**src/source/id_buffer_pkg.sv**
```systemverilog
package id_buffer_pkg;

    // Datapath widths
    localparam int pc_width   = 32;
    localparam int inst_width = 32;

    // Instruction buffer geometry
    localparam int buffer_depth     = 4;
    localparam int buffer_ptr_width = 2;

    // Instruction address
    typedef logic [pc_width-1:0] pc_t;

    // Raw instruction word
    typedef logic [inst_width-1:0] inst_t;

    // FIFO read/write pointer
    typedef logic [buffer_ptr_width-1:0] buffer_ptr_t;

    // Occupancy, one bit wider than a pointer so a full FIFO can be told apart from empty
    typedef logic [buffer_ptr_width:0] buffer_count_t;

    // One fetched instruction with its address
    typedef struct packed {
        pc_t   pc;
        inst_t inst;
    } fetch_packet_t;

    // Buffer control states
    // idle    direct fetch to decode
    // write   parking packets while decode is stalled
    // enable  decode drains the FIFO head
    // reset   one cycle clear before going back to idle
    typedef enum logic [1:0] {
        buffer_idle   = 2'b00,
        buffer_reset  = 2'b01,
        buffer_write  = 2'b10,
        buffer_enable = 2'b11
    } buffer_state_t;

endpackage

```
**src/source/id_buffer_fsm.sv**
```systemverilog
`timescale 1ns/1ps

module id_buffer_fsm (
    input  logic clk,
    input  logic reset,

    // Pipeline status
    input  logic stall,
    input  logic inst_valid,
    input  logic fetch_hold,
    input  logic pc_override,

    // FIFO status
    input  logic buffer_is_empty,
    input  logic buffer_is_full,
    input  logic buffer_last,

    // FIFO control
    output logic buffer_write_en,
    output logic buffer_read_en,
    output logic buffer_reset,

    // Issue and fetch control
    output logic buffer_sel,
    output logic if_buffer_stall,
    output logic buffer_active
);

    import id_buffer_pkg::*;

    buffer_state_t state;
    buffer_state_t next_state;

    logic accept;
    logic drain_done;

    always_ff @(posedge clk or posedge reset) begin
        if (reset) begin
            state <= buffer_idle;
        end else begin
            state <= next_state;
        end
    end

    // Back-pressure toward fetch
    // The clear cycle cannot park a packet, so fetch waits if decode is stalled
    always_comb begin
        if (state == id_buffer_pkg::buffer_reset) begin
            if_buffer_stall = stall;
        end else begin
            if_buffer_stall = buffer_is_full;
        end
    end

    // Fetch packet taken this cycle
    assign accept = inst_valid && !fetch_hold && !if_buffer_stall && !pc_override;

    // FIFO strobes and issue select
    always_comb begin
        buffer_write_en = 1'b0;
        buffer_read_en  = 1'b0;
        buffer_sel      = 1'b0;
        buffer_active   = 1'b0;

        case (state)
            buffer_idle: begin
                // Stall just arrived, park the packet at this edge
                buffer_write_en = stall && accept;
            end

            buffer_write: begin
                buffer_write_en = accept;
                buffer_active   = 1'b1;
            end

            buffer_enable: begin
                // New packets queue up behind the head
                buffer_write_en = accept;
                buffer_read_en  = !stall && !buffer_is_empty && !pc_override;
                buffer_sel      = 1'b1;
                buffer_active   = 1'b1;
            end

            default: begin
                // Clear cycle, fetch goes straight to decode
            end
        endcase
    end

    // Clear on the dedicated state, or right away on a redirect
    assign buffer_reset = (state == id_buffer_pkg::buffer_reset) || pc_override;

    // FIFO is empty after this edge
    assign drain_done = !buffer_write_en
                     && (buffer_is_empty || (buffer_last && buffer_read_en));

    always_comb begin
        next_state = state;

        case (state)
            buffer_idle: begin
                if (stall) begin
                    next_state = buffer_write;
                end
            end

            buffer_write: begin
                if (pc_override) begin
                    // FIFO is cleared this edge; nothing left to drain
                    next_state = stall ? buffer_write : buffer_idle;
                end else if (!stall) begin
                    next_state = buffer_enable;
                end
            end

            buffer_enable: begin
                if (pc_override || drain_done) begin
                    next_state = id_buffer_pkg::buffer_reset;
                end
            end

            id_buffer_pkg::buffer_reset: begin
                if (stall) begin
                    next_state = buffer_write;
                end else begin
                    next_state = buffer_idle;
                end
            end

            default: begin
                next_state = buffer_idle;
            end
        endcase
    end

endmodule

```
**src/source/id_issue_select.sv**
```systemverilog
`timescale 1ns/1ps

module id_issue_select (
    // Source selection and status
    input  logic                         buffer_sel,
    input  logic                         direct_valid,
    input  logic                         buffer_empty,
    input  logic                         pc_override,

    // Candidate packets
    input  id_buffer_pkg::fetch_packet_t direct_packet,
    input  id_buffer_pkg::fetch_packet_t head_packet,

    // Toward decode
    output logic                         id_valid,
    output id_buffer_pkg::fetch_packet_t id_packet
);

    logic source_valid;

    // FIFO head while draining, otherwise straight from fetch
    always_comb begin
        if (buffer_sel) begin
            id_packet    = head_packet;
            source_valid = !buffer_empty;
        end else begin
            id_packet    = direct_packet;
            source_valid = direct_valid;
        end
    end

    // Redirect squashes whatever is on offer this cycle
    assign id_valid = source_valid && !pc_override;

endmodule

```
**src/source/id_stage_buffer.sv**
```systemverilog
`timescale 1ns/1ps

module id_stage_buffer (
    input  logic                         clk,
    input  logic                         reset,

    // Decode and pipeline control
    input  logic                         stall,
    input  logic                         pc_override,

    // Fetch side
    input  logic                         inst_valid,
    input  logic                         fetch_hold,
    input  id_buffer_pkg::fetch_packet_t fetch_packet,
    output logic                         if_buffer_stall,

    // Decode side
    output logic                         id_valid,
    output id_buffer_pkg::fetch_packet_t id_packet
);

    import id_buffer_pkg::*;

    logic buffer_write_en;
    logic buffer_read_en;
    logic buffer_reset;
    logic buffer_sel;
    logic buffer_active;

    logic buffer_is_empty;
    logic buffer_is_full;
    logic buffer_last;

    logic          direct_valid;
    fetch_packet_t head_packet;

    // Direct path is live only when nothing is being parked or drained
    assign direct_valid = inst_valid && !fetch_hold && !buffer_active;

    id_buffer_fsm u_fsm (
        .clk             (clk),
        .reset           (reset),
        .stall           (stall),
        .inst_valid      (inst_valid),
        .fetch_hold      (fetch_hold),
        .pc_override     (pc_override),
        .buffer_is_empty (buffer_is_empty),
        .buffer_is_full  (buffer_is_full),
        .buffer_last     (buffer_last),
        .buffer_write_en (buffer_write_en),
        .buffer_read_en  (buffer_read_en),
        .buffer_reset    (buffer_reset),
        .buffer_sel      (buffer_sel),
        .if_buffer_stall (if_buffer_stall),
        .buffer_active   (buffer_active)
    );

    inst_fifo u_fifo (
        .clk          (clk),
        .reset        (reset),
        .write_en     (buffer_write_en),
        .read_en      (buffer_read_en),
        .clear        (buffer_reset),
        .write_packet (fetch_packet),
        .head_packet  (head_packet),
        .empty        (buffer_is_empty),
        .full         (buffer_is_full),
        .last         (buffer_last)
    );

    id_issue_select u_select (
        .buffer_sel    (buffer_sel),
        .direct_valid  (direct_valid),
        .buffer_empty  (buffer_is_empty),
        .pc_override   (pc_override),
        .direct_packet (fetch_packet),
        .head_packet   (head_packet),
        .id_valid      (id_valid),
        .id_packet     (id_packet)
    );

endmodule

```
**src/source/inst_fifo.sv**
```systemverilog
`timescale 1ns/1ps

module inst_fifo (
    input  logic                         clk,
    input  logic                         reset,

    // Control
    input  logic                         write_en,
    input  logic                         read_en,
    input  logic                         clear,

    // Data
    input  id_buffer_pkg::fetch_packet_t write_packet,
    output id_buffer_pkg::fetch_packet_t head_packet,

    // Status
    output logic                         empty,
    output logic                         full,
    output logic                         last
);

    import id_buffer_pkg::*;

    fetch_packet_t mem [buffer_depth];

    buffer_ptr_t   write_ptr;
    buffer_ptr_t   read_ptr;
    buffer_count_t count;

    logic do_write;
    logic do_read;

    // Overflow and underflow protection
    assign do_write = write_en && !full;
    assign do_read  = read_en && !empty;

    // Packet storage
    always_ff @(posedge clk) begin
        if (do_write) begin
            mem[write_ptr] <= write_packet;
        end
    end

    // Pointers wrap on their own, depth is a power of two
    always_ff @(posedge clk or posedge reset) begin
        if (reset) begin
            write_ptr <= '0;
            read_ptr  <= '0;
        end else if (clear) begin
            write_ptr <= '0;
            read_ptr  <= '0;
        end else begin
            if (do_write) begin
                write_ptr <= write_ptr + 1'b1;
            end
            if (do_read) begin
                read_ptr <= read_ptr + 1'b1;
            end
        end
    end

    // Occupancy
    always_ff @(posedge clk or posedge reset) begin
        if (reset) begin
            count <= '0;
        end else if (clear) begin
            count <= '0;
        end else begin
            case ({do_write, do_read})
                2'b10: begin
                    count <= count + 1'b1;
                end
                2'b01: begin
                    count <= count - 1'b1;
                end
                default: begin
                    // Idle, or read and write cancel out
                    count <= count;
                end
            endcase
        end
    end

    // Show-ahead head, stale when empty
    assign head_packet = mem[read_ptr];

    assign empty = (count == '0);
    assign full  = (count == buffer_count_t'(buffer_depth));
    assign last  = (count == buffer_count_t'(1));

endmodule
```
**config.mk**
```make
export PLATFORM = sky130hd
export DESIGN_NAME = id_stage_buffer
export DESIGN_NICKNAME = d
export VERILOG_FILES = /design/src/source/id_buffer_pkg.sv /design/src/source/id_buffer_fsm.sv /design/src/source/id_issue_select.sv /design/src/source/id_stage_buffer.sv /design/src/source/inst_fifo.sv
export SDC_FILE = /design/constraint.sdc
export NUM_CORES = 1
export LEC_CHECK = 0
export BUFFER_PORTS_ARGS = -buffer_cell sky130_fd_sc_hd__buf_4
export CELL_PAD_IN_SITES_DETAIL_PLACEMENT = 1
export CELL_PAD_IN_SITES_GLOBAL_PLACEMENT = 1
export CORE_MARGIN = 2
export CORE_UTILIZATION = 46
export CTS_CLUSTER_SIZE = 24
export DETAILED_ROUTE_END_ITERATION = 8
export GPL_ROUTABILITY_DRIVEN = 0
export PLACE_DENSITY = 0.82
export REMOVE_ABC_BUFFERS = 1
export SLEW_MARGIN = 20
export SYNTH_ARGS = -nofsm -noshare
export SYNTH_HDL_FRONTEND = slang
export SYNTH_HIERARCHICAL = 1
export SYNTH_SLANG_ARGS = --single-unit
```
**constraint.sdc**
```tcl
create_clock -name clk -period 3.42 [get_ports clk]
set_clock_uncertainty 0.05 [all_clocks]
set_input_delay 0.855 -clock clk [delete_from_list [all_inputs] [get_ports clk]]
set_output_delay 0.855 -clock clk [all_outputs]
set_load 0.05 [all_outputs]
```
==> flow_metrics.py <==
metrics = {
    "synthesis": {
        "synth_ff_type": "edfxtp_1",
        "netlist_area_um2": 10900,
        "ys_seq_area_share_pct": 72.3,
        "synthDominantAreaCellType": "edfxtp_1",
        "syn_avg_cell_area_um2": 22.5,
        "yosysMostFrequentCell": "edfxtp_1",
        "yosysTopAreaCellShare_pct": 70.2,
        "netlist_top_cells_count": "edfxtp_1, mux4_2, mux2_4, mux2_2, buf_6",
        "synth_edf_count": 256,
        "ys_types": 39,
        "yosysWarnings": 6,
        "synthArstFlopShare_pct": 3.40,
        "synth_cells": 486,
        "synth-seq-cells": 265,
        "synth.area.top_cells": "edfxtp_1, mux4_2, mux2_4",
    },
    "pwr": {
        "leakage_uw": 0.00458,
        "power_density_nw_per_um2": 569,
        "p_int_uw": 5780,
        "p_sw_uw": 1850,
        "power_uw": 7620,
        "comb_power_share_pct": 14.2,
        "pwr-share-clk_pct": 38.1,
        "p_sw_share_pct": 24.2,
        "ir_drop_mv": 0.438,
        "p_seq_share_pct": 47.7,
    },
    "floorplan": {
        "io_pins": 136,
        "start_util_pct": 46.8,
        "die_area_um2": 25000,
        "fp.dieW_um": 158,
        "die_h_um": 158,
        "core_area_um2": 23400,
        "num_rows": 56,
    },
    "global_route": {
        "grt_pass1_wl_mm": 35.5,
        "grt_max_degree": 26,
        "use_met1_pct": 24.2,
        "use_met2_pct": 33.8,
        "use_met3_pct": 3.01,
        "grt_pass1_vias": 6100,
        "busiest_layer": "met2",
        "grt_overflow_total": 0,
        "grtUsageTotal_pct": 18.9,
        "grt_antenna_before_repair": 0,
    },
    "detailed_routing": {
        "drtIter0Drc": 312,
        "viasPerCell": 5.40,
        "drt-pass1-iter-count": 6,
        "routed_wl_mm": 23.1,
        "wl_per_cell_um": 23.4,
        "route.detailed.drc": 0,
        "ant_nets": 0,
        "dr_total_vias": 5318,
    },
    "cells_and_area": {
        "utilization_pct": 57.3,
        "n_antenna_cell": 0,
        "regArea_um2": 7920,
        "multi_input_area_um2": 2820,
        "fill_cells": 2057,
        "final_area_um2": 13400,
        "synthToLayoutAreaGrowth_pct": 22.5,
        "stdcell_count": 985,
        "drive_gt1_share_pct": 51.7,
        "nNetsFinal": 725,
    },
    "clock_tree": {
        "h-tree-depth": 1,
        "cts_root_buf": "clkbuf_16",
        "tritoncts_num_sinks": 265,
        "cts_buffer_depth": 3,
        "cts_buffers": 27,
        "clk_latency_ns": 0.51,
        "cts_tree": "yes",
        "cts_resized": 0,
        "path_clk_slew_ns": 0.06,
    },
    "placed_design": {
        "placed_cells": 932,
        "port_buffers": 135,
        "dpl-instance-area_um2": 12500,
        "dp_hpwl_mm": 14.5,
    },
    "worst_setup_path": {
        "critPathRequiredTime_ns": 2.51,
        "critical_path_class": "flip-flop to output port",
        "worst_setup_path_end_kind": "output port",
        "crit_fanout": 25,
        "cpMaxStageDelayCell": "and2_4",
        "cp.arrival_ns": 2.35,
        "cpPeakStageDelay_ns": 0.49,
        "critPathLaunchType": "flip-flop",
        "crit_family": "simple AND/OR/NAND/NOR gates",
        "path_cells": "and2_4 -> buf_12 -> mux2_2 -> buf_4",
        "crit_buf_inv": 2,
    },
    "min_path": {
        "holdCritPathClass": "primary input to asynchronous set/reset pin",
    },
    "flow_run": {
        "drv_cap": 0,
    },
    "timing": {
        "fmax_mhz": 307,
        "worst_slew_pin_slew_ns": 0.466,
        "finalSetupViolCount": 0,
        "finalHoldViolCount": 0,
        "finalCriticalPeriod_ns": 3.26,
        "worst_hold_slack_ns": 0.176,
        "fin_crit_sh_pct": 95.3,
        "rsz0062_at_grt": "no",
        "slew_headroom_pct": 69.0,
        "slew_viol_final": 0,
    },
    "outcome": {
        "status": "finished clean",
    },
}
cell families after synthesis:
| group | count (synthesis) | synth area share (%) |
|---|---|---|
| flip-flops | 265 | 72.3 |
| XOR/XNOR | 5 | 0.400 |
| AND/OR/NAND/NOR | 30 | 1.90 |
| AO/OA/AOI/OAI | 14 | 1.05 |
| multiplexers | 130 | 21.4 |
| adder cells (fa/ha/maj) | 8 | 0.915 |
| buffers and inverters | 34 | 2.07 |
placed cells by master (no fill, tap or decap), drive strengths merged, types with 8 or more instances in the layout:
master / synthesis / routed
clkinv: 0 / 11
mux4: 64 / 64
mux2: 66 / 66
buf: 22 / 156
dfrtp: 9 / 9
inv: 10 / 11
clkbuf: 2 / 32
nor2: 9 / 9
edfxtp: 256 / 256
ha: 8 / 8
final cells by class:
type / instances / share of cell area [%]
timing repair buffer: 156 / 10.1
sequential: 265 / 59.1
multi-input combinational: 187 / 21.0
inverter: 10 / 0.299
clock inverter: 16 / 1.35
clock buffer: 32 / 5.18
tap: 319 / 2.98
worst paths after layout:
kind | cells after the start | startpoint | to | slack [ns]
max | 4 | u_fsm/state[0] | id_packet[61] | 0.16
min | 2 | reset | u_fsm/state[0] | 0.18
max reg2reg | 8 | u_fifo/count[0] | u_fifo/mem[1][14] | 0.61
min reg2reg | 2 | u_fifo/write_ptr[0] | u_fifo/write_ptr[0] | 0.57
max in group asynchronous | 2 | reset | u_fifo/read_ptr[0] | 2.78
min in group clk | 1 | fetch_packet[41] | u_fifo/mem[3][41] | 0.50
per-stage QoR:
step	setup WS [ns]	TNS, ns
2_1_floorplan	-1.13	-150.92
3_3_place_gp	0.532	0
3_5_place_dp	0.495	0
4_1_cts	0.128	0
5_1_grt	0.0521	0
6_report	0.160	0
power groups by stage:
stage / Combinational, µW / Sequential [µW] / Clock, µW
global route: 1140 / 3640 / 3090
floorplan: 726 / 3700 / 0
CTS: 1100 / 3640 / 2980
global placement: 1060 / 3700 / 0
finish: 1080 / 3640 / 2900
detailed placement: 1090 / 3710 / 0
registers in the layout (all words and copies together), names as in the netlist:
| signal | flops |
|---|---|
| u_fsm/state | 2 |
| u_fifo/mem | 256 |
| u_fifo/write_ptr | 2 |
| u_fifo/read_ptr | 2 |
| u_fifo/count | 3 |
routing by layer:
| metal | routed length [µm] | vias up |
|---|---|---|
| met2 | 12000 | 158 |
| met1 | 9360 | 2791 |
| met4 | 471 | 0 |
| li1 | - | 2329 |
| met3 | 1180 | 40 |
| met5 | 0 | - |
repair_timing:
action                                  in CTS  in global routing
hold buffers                                 0                  0
buffers inserted                             5                  0
endpoints found under the setup margin      40                  0
(Power assumes the default switching activity.)
